--- config.mk ---
export PLATFORM = sky130hd
export DESIGN_NAME = index_top
export DESIGN_NICKNAME = d
export VERILOG_FILES = /design/src/common/index_pkg.sv /design/src/source/ii_ctrl.sv /design/src/source/skip_ctrl.sv /design/src/index_unit/index_calc.sv /design/src/index_unit/index_unit.sv /design/src/source/index_top.sv
export SDC_FILE = /design/constraint.sdc
export NUM_CORES = 1
export LEC_CHECK = 0
export ABC_CLOCK_PERIOD_IN_PS = 9400
export BUFFER_PORTS_ARGS = -buffer_cell sky130_fd_sc_hd__buf_2
export CELL_PAD_IN_SITES_DETAIL_PLACEMENT = 0
export CELL_PAD_IN_SITES_GLOBAL_PLACEMENT = 1
export CORE_AREA = 2 2 210 212
export CTS_CLUSTER_SIZE = 40
export DETAILED_ROUTE_END_ITERATION = 8
export DIE_AREA = 0 0 212 214
export PLACE_DENSITY_LB_ADDON = 0.1
export SLEW_MARGIN = 40
export SYNTH_ARGS = -nofsm -noshare
export SYNTH_HDL_FRONTEND = slang
export SYNTH_SLANG_ARGS = --single-unit
--- constraint.sdc ---
create_clock -name clock -period 9.4 [get_ports clock]
set_input_delay 0.94 -clock clock [delete_from_list [all_inputs] [get_ports clock]]
set_output_delay 0.94 -clock clock [all_outputs]
set_load 0.05 [all_outputs]
--- src/common/index_pkg.sv ---
`default_nettype none

package index_pkg;

	//////////////////////////////////////////////////////////////////////
	// Widths and base types
	//////////////////////////////////////////////////////////////////////

	localparam int index_w  = 8;
	localparam int mask_w   = 16;	// Longest maskable slice
	localparam int thread_w = 8;
	localparam int offset_w = $clog2(mask_w);

	typedef logic [index_w-1:0]  index_t;
	typedef logic [mask_w-1:0]   mask_t;
	typedef logic [thread_w-1:0] thread_t;
	typedef logic [offset_w-1:0] offset_t;	// Bit position inside a mask

	//////////////////////////////////////////////////////////////////////
	// Operand selector codes
	//////////////////////////////////////////////////////////////////////

	// Code 1 reads as thread id for operand a, lane id for b and c
	typedef logic [1:0] opnd_sel_t;

	localparam opnd_sel_t sel_zero   = 2'd0;	// Thread id when picked for c
	localparam opnd_sel_t sel_thread = 2'd1;
	localparam opnd_sel_t sel_lane   = 2'd1;
	localparam opnd_sel_t sel_const  = 2'd2;
	localparam opnd_sel_t sel_orig   = 2'd3;

	//////////////////////////////////////////////////////////////////////
	// Request and result bundles
	//////////////////////////////////////////////////////////////////////

	typedef struct packed {
		index_t    idx;		// Base index
		logic      slice;
		logic      masked;
		opnd_sel_t sel_a;
		opnd_sel_t sel_b;
		opnd_sel_t sel_c;
		logic      swap;	// Product becomes the minuend
		logic      sign;	// Subtract instead of add
	} idx_cfg_t;

	typedef struct packed {
		idx_cfg_t cfg;
		index_t   window;	// Zero means no wrap
		index_t   length;
		index_t   constant;
		thread_t  thread_base;
		mask_t    mask;
	} idx_req_t;

	typedef struct packed {
		logic   valid;
		index_t index;
	} idx_out_t;

endpackage

`default_nettype wire

--- src/source/ii_ctrl.sv ---
`default_nettype none

module ii_ctrl #(
	parameter int lane_id = 0
)(
	input  wire logic clock,
	input  wire logic reset,
	input  wire logic arm,
	input  wire logic clear,
	output logic      hold
);

	// Lane 0 keeps a one bit counter that never leaves zero
	localparam int count_w = (lane_id > 0) ? $clog2(lane_id + 1) : 1;

	logic [count_w-1:0] count;	// Cycles of hold left

	assign hold = (count != '0);

	always_ff @(posedge clock) begin
		if (reset) begin
			count <= '0;
		end else if (arm) begin
			count <= count_w'(lane_id);	// Stagger by lane number
		end else if (clear) begin
			count <= '0;
		end else if (hold) begin
			count <= count - 1'b1;
		end
	end

endmodule

`default_nettype wire

--- src/source/skip_ctrl.sv ---
`default_nettype none

module skip_ctrl
	import index_pkg::*;
(
	input  wire logic  clock,
	input  wire logic  reset,
	input  wire logic  start,
	input  wire logic  stall,
	input  wire mask_t mask,
	output logic       hit,
	output offset_t    offset,
	output logic       finish
);

	mask_t remain;	// Bits still to visit
	mask_t rest;	// Remain minus its lowest set bit
	logic  pending;	// Search in progress

	//////////////////////////////////////////////////////////////////////
	// Priority search for the lowest set bit
	//////////////////////////////////////////////////////////////////////

	always_comb begin
		offset = '0;
		// Descending walk so the lowest set bit is written last
		for (int i = mask_w - 1; i >= 0; i--) begin
			if (remain[i]) begin
				offset = offset_t'(i);
			end
		end
	end

	assign rest = remain & (remain - 1'b1);

	assign hit    = pending & ~stall & (remain != '0);
	assign finish = pending & ~stall & (rest == '0);	// Also fires on empty mask

	//////////////////////////////////////////////////////////////////////
	// State
	//////////////////////////////////////////////////////////////////////

	always_ff @(posedge clock) begin
		if (reset) begin
			pending <= 1'b0;
		end else if (start) begin
			pending <= 1'b1;
		end else if (finish) begin
			pending <= 1'b0;
		end
	end

	always_ff @(posedge clock) begin
		if (start) begin
			remain <= mask;
		end else if (hit) begin
			remain <= rest;	// Drop the bit just emitted
		end
	end

	// A hit points at a set bit with nothing set below it
	assert property (@(posedge clock) disable iff (reset)
		hit |-> remain[offset] && (remain & ((mask_t'(1) << offset) - 1'b1)) == '0);

endmodule

`default_nettype wire

--- src/index_unit/index_calc.sv ---
`default_nettype none

module index_calc
	import index_pkg::*;
#(
	parameter int lane_id = 0
)(
	input  wire index_t   orig,
	input  wire idx_cfg_t cfg,
	input  wire index_t   constant,
	input  wire thread_t  thread,
	output index_t        result
);

	index_t lane;
	index_t thread_idx;
	index_t opnd_a;
	index_t opnd_b;
	index_t opnd_c;
	index_t product;	// Wraps at index width
	index_t first;
	index_t second;

	assign lane       = index_t'(lane_id);
	assign thread_idx = index_t'(thread);

	// Operand picks, c falls back to the thread id
	always_comb begin
		case (cfg.sel_a)
			sel_thread: opnd_a = thread_idx;
			sel_const:  opnd_a = constant;
			sel_orig:   opnd_a = orig;
			default:    opnd_a = '0;
		endcase
		case (cfg.sel_b)
			sel_lane:  opnd_b = lane;
			sel_const: opnd_b = constant;
			sel_orig:  opnd_b = orig;
			default:   opnd_b = '0;
		endcase
		case (cfg.sel_c)
			sel_lane:  opnd_c = lane;
			sel_const: opnd_c = constant;
			sel_orig:  opnd_c = orig;
			default:   opnd_c = thread_idx;
		endcase
	end

	assign product = opnd_a * opnd_b;
	assign first   = cfg.swap ? product : opnd_c;
	assign second  = cfg.swap ? opnd_c : product;
	assign result  = cfg.sign ? first - second : first + second;

endmodule

`default_nettype wire

--- src/index_unit/index_unit.sv ---
`default_nettype none

module index_unit
	import index_pkg::*;
#(
	parameter int lane_id = 0
)(
	input  wire logic     clock,
	input  wire logic     reset,
	input  wire logic     req,
	input  wire logic     stall,
	input  wire logic     en_ii,
	input  wire idx_req_t request,
	output idx_out_t      out,
	output logic          busy,
	output logic          done
);

	logic     accept;		// Request taken this cycle
	logic     start_seq;	// Accepted request is sliced or masked
	logic     hold;
	logic     freeze;		// Lane may not advance
	logic     plain_pend;	// One beat owed for a plain request
	logic     active;		// Sliced or masked sequence running
	logic     is_masked;
	logic     is_slice;
	logic     slice_step;
	logic     last_elem;
	logic     plain_fire;
	logic     ii_arm;
	logic     beat_seen;	// A beat left since acceptance

	idx_cfg_t cfg_r;
	index_t   window_r;
	index_t   length_r;		// Zero length already read as one
	index_t   constant_r;
	thread_t  thread_r;
	index_t   count;		// Elements emitted so far
	index_t   woff;			// Offset inside the window
	index_t   woff_next;
	index_t   orig;
	index_t   calc_out;

	logic     skip_start;
	mask_t    len_mask;
	mask_t    skip_mask;
	logic     skip_hit;
	offset_t  skip_offset;
	logic     skip_finish;

	assign accept    = req & ~stall;
	assign start_seq = request.cfg.slice | request.cfg.masked;
	assign is_masked = cfg_r.masked;
	assign is_slice  = cfg_r.slice & ~cfg_r.masked;	// Masked wins over slice
	assign freeze    = stall | hold;

	//////////////////////////////////////////////////////////////////////
	// Element pacing
	//////////////////////////////////////////////////////////////////////

	assign plain_fire = plain_pend & ~stall;
	assign slice_step = active & is_slice & ~freeze;
	assign last_elem  = (count == length_r - 1'b1);
	assign woff_next  = (woff + 1'b1 == window_r) ? '0 : woff + 1'b1;

	assign orig = is_masked ? cfg_r.idx + index_t'(skip_offset)
	                        : cfg_r.idx + woff;

	assign out.valid = plain_fire | slice_step | (active & is_masked & skip_hit);
	assign out.index = calc_out;
	assign busy      = active;
	assign done      = plain_fire | (slice_step & last_elem)
	                 | (active & is_masked & skip_finish);

	always_ff @(posedge clock) begin
		if (reset) begin
			plain_pend <= 1'b0;
			active     <= 1'b0;
		end else if (!stall) begin
			plain_pend <= req & ~start_seq;
			if (req) begin
				active <= start_seq;
			end else if (done) begin
				active <= 1'b0;
			end
		end
	end

	// Element and window counters
	always_ff @(posedge clock) begin
		if (reset || accept) begin
			count <= '0;
			woff  <= '0;
		end else if (slice_step) begin
			count <= count + 1'b1;
			woff  <= woff_next;
		end
	end

	always_ff @(posedge clock) begin
		if (reset || accept) begin
			beat_seen <= 1'b0;
		end else if (out.valid) begin
			beat_seen <= 1'b1;
		end
	end

	// Configuration captured on acceptance
	always_ff @(posedge clock) begin
		if (accept) begin
			cfg_r      <= request.cfg;
			window_r   <= request.window;
			length_r   <= (request.length == '0) ? index_t'(1) : request.length;
			constant_r <= request.constant;
			thread_r   <= request.thread_base + thread_t'(lane_id);
		end
	end

	//////////////////////////////////////////////////////////////////////
	// Submodules
	//////////////////////////////////////////////////////////////////////

	// Only mask bits below length take part
	always_comb begin
		if (request.length >= index_t'(mask_w)) begin
			len_mask = '1;
		end else begin
			len_mask = (mask_t'(1) << request.length) - 1'b1;
		end
	end

	assign skip_mask  = request.mask & len_mask;
	assign skip_start = accept & request.cfg.masked;
	assign ii_arm     = accept & start_seq & en_ii;

	index_calc #(
		.lane_id (lane_id)
	) u_calc (
		.orig     (orig),
		.cfg      (cfg_r),
		.constant (constant_r),
		.thread   (thread_r),
		.result   (calc_out)
	);

	skip_ctrl u_skip (
		.clock  (clock),
		.reset  (reset),
		.start  (skip_start),
		.stall  (freeze),		// Hold also parks the search
		.mask   (skip_mask),
		.hit    (skip_hit),
		.offset (skip_offset),
		.finish (skip_finish)
	);

	ii_ctrl #(
		.lane_id (lane_id)
	) u_ii (
		.clock (clock),
		.reset (reset),
		.arm   (ii_arm),
		.clear (done),
		.hold  (hold)
	);

	// Driver holds off until every lane has drained
	assert property (@(posedge clock) disable iff (reset) req |-> !busy);

	// A done without a beat only ends a masked read that found no set bit
	assert property (@(posedge clock) disable iff (reset)
		done && !out.valid |-> is_masked && !beat_seen);

endmodule

`default_nettype wire

--- src/source/index_top.sv ---
`default_nettype none

module index_top
	import index_pkg::*;
#(
	parameter int num_lanes = 4
)(
	input  wire logic                 clock,
	input  wire logic                 reset,
	input  wire logic                 req,
	input  wire logic                 stall,
	input  wire logic                 en_ii,
	input  wire idx_req_t             request,
	output wire idx_out_t             outs [num_lanes],
	output wire logic [num_lanes-1:0] busy,
	output wire logic [num_lanes-1:0] done
);

	//////////////////////////////////////////////////////////////////////
	// Lane array
	//////////////////////////////////////////////////////////////////////

	// Request, strobe and levels go to every lane unchanged
	for (genvar lane = 0; lane < num_lanes; lane++) begin : g_lane
		index_unit #(
			.lane_id (lane)
		) u_unit (
			.clock   (clock),
			.reset   (reset),
			.req     (req),
			.stall   (stall),
			.en_ii   (en_ii),
			.request (request),
			.out     (outs[lane]),
			.busy    (busy[lane]),
			.done    (done[lane])
		);
	end

endmodule

`default_nettype wire

**After elaboration in Yosys (flattened, before gate mapping)**

Cells that the tools add are included.

- $add $sub $neg: 37
- $mul: 4
- $lt $le $gt $ge: 1
- Equality and inequality tests: 17
- Shift-type cells: 1
- Muxes and demuxes: 130
- Bitwise gates (word level): 77
- Reductions and logical operators: 32

Operators with widths:

| cell | number |
|---|---|
| 8-bit one-hot mux with 3 select lines | 11 |
| 4-bit two-way mux | 64 |
| 8-bit two-way mux | 20 |
| 16-bit two-way mux | 9 |
| 16-bit AND | 5 |
| 16-bit by 1-bit subtractor with 16-bit output, second input constant | 5 |
| 8-bit by 1-bit adder with 8-bit output, second input constant | 9 |
| 8-bit adder | 8 |
| 8-bit == test | 8 |
| 16-bit zero test | 4 |
| 16-bit nonzero test | 4 |
| 1-bit AND | 43 |
| 8-bit by 4-bit adder with 8-bit output | 4 |
| 8-bit by 8-bit multiplier with 8-bit output | 4 |
| 8-bit subtractor | 4 |
| 2-bit nonzero test | 14 |
| 1-bit OR | 21 |
| 1-bit two-way mux | 19 |
| 8-bit by 2-bit adder with 8-bit output, second input constant | 2 |
| 8-bit one-hot mux with 2 select lines | 1 |
| 1-bit by 8-bit << shifter with 16-bit output, first input constant | 1 |
| 2-bit == test, second input constant | 6 |
| 2-bit two-way mux | 6 |
| 8-bit by 5-bit greater-or-equal comparator with 1-bit output, second input constant | 1 |
| other kinds (11) | 26 |

- Register bits: 217
- Input port bits: 71
- Output and inout port bits: 44
- Logic and storage cells: 340

**Longest topological paths before layout**

- Depth after elaboration: 23
- Mapped depth: 37
- Depth with buffers taken out: 37

**By module**

From an unflattened synthesis, not the netlist that was laid out.

- Cell total of the unflattened synthesis: 2971
- Area total of the unflattened synthesis: 28050.7 µm²

By module, submodules not included:

| module | instances | cells each | area each (µm²) | seq. area each (µm²) |
|---|---|---|---|---|
| skip_ctrl | 4 | 130 | 1163.6 | 500.5 |
| index_unit at g_lane[3].u_unit | 1 | 359 | 3794.9 | 1861.8 |
| index_unit at g_lane[1].u_unit | 1 | 375 | 3777.4 | 1861.8 |
| index_unit at g_lane[2].u_unit | 1 | 356 | 3704.8 | 1861.8 |
| index_unit at g_lane[0].u_unit | 1 | 356 | 3682.3 | 1861.8 |
| index_calc at g_lane[1].u_unit.u_calc | 1 | 243 | 2068.2 | 0.0 |
| index_calc at g_lane[3].u_unit.u_calc | 1 | 245 | 2065.7 | 0.0 |
| index_calc at g_lane[2].u_unit.u_calc | 1 | 247 | 2024.4 | 0.0 |
| index_calc at g_lane[0].u_unit.u_calc | 1 | 246 | 2021.9 | 0.0 |
| ii_ctrl at g_lane[3].u_unit.u_ii | 1 | 12 | 117.6 | 40.0 |
| ii_ctrl at g_lane[2].u_unit.u_ii | 1 | 8 | 81.3 | 40.0 |
| ii_ctrl at g_lane[1].u_unit.u_ii | 1 | 2 | 33.8 | 20.0 |
| ii_ctrl at g_lane[0].u_unit.u_ii | 1 | 2 | 23.8 | 20.0 |

**Least setup slack after synthesis**

OpenSTA, ideal clock, no wires.

- Kind: flip-flop to output port
- Start point: reg g_lane[3].u_unit.u_skip.remain[3]
- End point: out outs[7] (netlist bit)
- Data arrival time: 7.574 ns
- Required time: 8.460 ns
- Slack: 0.886 ns
- Cell stages (with the launch flop): 29
- Path buffers: 1
- Cell sequence: edfxtp_1 > or4_4 > or3_4 > or3_1 > buf_6 > nor2_1 > mux2_2 > ha_1 > o21ai_0 > a21o_1 > a31oi_1 > or3_1 > fa_1 > inv_1 > ha_1 > inv_1 > fa_1 > fa_1 > mux2i_1 > xnor2_1 > ha_1 > and3_1 > a211o_1 > a21o_1 > a21oi_1 > xor2_1 > xnor2_1 > xnor2_1 > xnor3_1

RTL lines:

| item | line | text |
|---|---|---|
| from (decl) | skip_ctrl.sv:16 | `mask_t remain;` |
| from (signal assigned) | skip_ctrl.sv:55 | `remain <= mask;` |
| from (signal assigned) | skip_ctrl.sv:57 | `remain <= rest;` |
| to (decl) | index_top.sv:14 | `output wire idx_out_t outs [num_lanes],` |

==> results_dict.tcl <==
set metrics [dict create \
    start_kind "flop" \
    power_density_mw_per_mm2 192 \
    syn-instance-count 2399 \
    synth.area.top_cells "edfxtp_1 (20%), ha_1 (8.7%), dfxtp_1 (7.7%)" \
    worst-path-buf-inv 5 \
    grt_pass1_vias 17100 \
    synth_cell_type_count 85 \
    gp_congestion 0.902 \
    cp-end-kind "primary output" \
    via_per_inst 5.75 \
    comb_power_share_pct 51.0 \
    p_leak_nw 9.63 \
    synth_area_mm2 0.0204 \
    total_power_mw 4.44 \
    dieWidth_um 212 \
    clock_latency_ns 0.58 \
    clkTransAtPathRegs_ns 0.06 \
    dpl.hpwl_um 47400 \
    cp_max_fo 4 \
    initial_core_util_pct 47.6 \
    root_buffer "clkbuf_16" \
    coreArea_mm2 0.0429 \
    setup_tns_ns 0 \
    maxSlewViolCount 0 \
    dr.first_iter.drc_count 1242 \
    synth-seq-cells 215 \
    numPortBuffers 114 \
    grt_max_degree 65 \
    critical_path.slowest_cell "fa_1" \
    cts_htree_levels 1 \
    num_vias 17900 \
    grtUsageTotal_pct 26.9 \
    clkPwrFrac_pct 23.9 \
    yosysMostFrequentCell "nor2_1" \
    synth_top_area_share_pct 20.0 \
    setup_violations 0 \
    cts_sinks 215 \
    sequentialPowerShare_pct 25.1 \
    cts_buffers 27 \
    worst_pin_slew_ns 0.930 \
    totalWireLength_um 62100 \
    tritoncts "built" \
    drive_gt1_share_pct 15.6 \
    timing.final.crit_period_ns 9.15 \
    ant_nets 0 \
    syn-num-nets 2668 \
    status "finished, final reports clean" \
    min_delay_path_depth 2 \
    swShare_pct 43.8 \
    cp.depth 32 \
    nNetsFinal 2765 \
    hp-class "reg -> reg" \
    p_switching_mw 1.95 \
    fillers 4068 \
    hold_buffers 0 \
    cp.arrival_ns 8.21 \
    fin_crit_sh_pct 97.3 \
    synth_common_cells "nor2_1 (276), inv_1 (176), nand2_1 (168)" \
    syn_area_per_cell_um2 8.52 \
    relSlewSlack_pct 38.0 \
    rsz0062_at_grt "true" \
    placement_rows 76 \
    area_delta_synth_final_pct 13.3 \
    antenna_found_initial 2 \
    p_int_mw 2.49 \
    overflow 0 \
    dieHeight_um 214 \
    ys.flop_type "edfxtp_1" \
    fmax_mhz 109 \
    synth_edf_count 136 \
    yosysWarnings 0 \
    wl_per_cell_um 20.0 \
    die_area_mm2 0.0454 \
    hold_viol 0 \
    path_class "reg -> out" \
    critPathMaxStageDelay_ns 0.54 \
    rr_worst_depth 7 \
    drv_cap 0 \
    ys_seq_area_share_pct 27.7 \
    critPathRequiredTime_ns 8.46 \
    synth_top_area_cell "edfxtp_1" \
    synthArstFlopShare_pct 0 \
    dr.pass1.iters 5 \
    vdd_drop_max_v 0.000262 \
    grt_pass1_wl_um 95200 \
    cp_top_family "adder cells" \
    drc 0 \
    boundaryPins 115 \
    ctsLongestPathBuffers 3 \
    whs_ns 0.453 \
    clock_skew_ns 0.00704 \
]
==> worst paths after layout <==
check	startpoint	to	slack [ns]
worst max-delay path	g_lane[1].u_unit.u_skip.remain[11]	outs[25]	0.25
worst min-delay path	g_lane[0].u_unit.u_skip.pending	g_lane[0].u_unit.u_skip.pending	0.45
worst max register to register	g_lane[3].u_unit.u_skip.remain[3]	g_lane[3].u_unit.u_skip.remain[3]	5.60
worst min register to register	g_lane[0].u_unit.u_skip.pending	g_lane[0].u_unit.u_skip.pending	0.45
==> cell type report <==
| class | count | area (um^2) | share of cell area [%] |
|---|---|---|---|
| multi-input cells | 1892 | 14000 | 60.7 |
| flip-flops and latches | 215 | 5670 | 24.5 |
| repair buffers | 184 | 1130 | 4.90 |
| well taps | 585 | 732 | 3.16 |
| clock buffers | 33 | 729 | 3.15 |
| inverters | 176 | 662 | 2.86 |
| clock inverters | 17 | 171 | 0.741 |
| diodes | 1 | 2.50 | 0.0108 |
==> state kept, by name (all words and copies together) (netlist names) <==
name and cells:
g_lane.u_unit.busy 4, g_lane.u_unit.count 32, g_lane.u_unit.u_ii.count 4, g_lane.u_unit.u_skip.pending 4
g_lane.u_unit.plain_pend 1, g_lane.u_unit.u_skip.remain 64, g_lane.u_unit.woff 32, g_lane.u_unit.length_r 8
g_lane.u_unit.cfg_r 17, g_lane.u_unit.is_masked 1, g_lane.u_unit.thread_r 30, g_lane.u_unit.window_r 8
g_lane.u_unit.u_ii.hold 2, g_lane.u_unit.constant_r 8
==> kinds of logic after synthesis <==
kind of cell / Yosys count / share of synthesized area, %
AO/OA/AOI/OAI: 522 / 16.8
AND/OR/NAND/NOR: 815 / 19.2
other: 1 / 0.0184
flip-flops: 215 / 27.7
XOR/XNOR: 257 / 11.5
multiplexers: 89 / 4.53
adder cells (fa/ha/maj): 208 / 14.7
buffers and inverters: 292 / 5.56
==> routing by layer <==
layer,up-vias,global-route usage (%),part of all wire [%]
met4,4,11.8,5.0
met5,-,0,0.043
met3,153,3.62,4.9
li1,8628,-,-
met2,546,45.5,48
met1,8519,34.0,42
==> worst reg2reg max path, delay by kind of cell, from the launching register on <==
kind / cells / cell delay [ns]
AO/OA/AOI/OAI: 1 / 0.60
buffers and inverters: 1 / 0.18
AND/OR/NAND/NOR: 5 / 2.22
flip-flops: 1 / 0.40
==> cells in the final DEF, fill, tap and decap left out, types with 24 or more instances in the layout <==
| cell type | count |
|---|---|
| nor2_1 | 271 |
| o21ai_0 | 86 |
| nand2_1 | 167 |
| or2_2 | 24 |
| a21oi_1 | 128 |
| inv_1 | 173 |
| mux2i_1 | 61 |
| edfxtp_1 | 136 |
| ha_1 | 133 |
| clkbuf_16 | 28 |
| fa_1 | 52 |
| nand2b_1 | 43 |
| nor3_1 | 32 |
| nand3_1 | 81 |
| xnor2_1 | 154 |
| o211ai_1 | 28 |
| mux2_2 | 26 |
| or3_1 | 25 |
| nor2b_1 | 41 |
| buf_4 | 69 |
| xor2_1 | 89 |
| buf_2 | 110 |
| dfxtp_1 | 79 |
| a21o_1 | 43 |
==> repair_timing <==
action | CTS | global route
endpoints found under the setup margin | 3 | 4
gates resized for setup | 17 | 80
pin swaps | 5 | 57
setup buffers | 7 | 26
gates cloned | 0 | 0
==> power by group through the flow <==
stage | Sequential [mW] | Combinational, mW | Clock [mW]
final | 1.11 | 2.26 | 1.06
after CTS | 1.11 | 2.16 | 1.08
after detailed placement | 1.13 | 2.13 | 0
after floorplan | 1.10 | 1.70 | 0
after global routing | 1.12 | 2.46 | 1.12
after global placement | 1.13 | 2.12 | 0
==> per-stage QoR <==
step / cells / worst slack, ns / utilization [%] / area (um^2)
floorplan: 2399 / 0.886 / - / 20400
global placement: 3019 / 0.151 / 50.2 / 21500
detailed placement: 3019 / 0.142 / 50.3 / 21600
CTS: 3076 / 0.00273 / 52.6 / 22600
global route: 3102 / -0.0970 / 54.0 / 23100
finish: 3103 / 0.251 / 54.0 / 23100
Note: power is estimated with default switching activity, not from simulation.
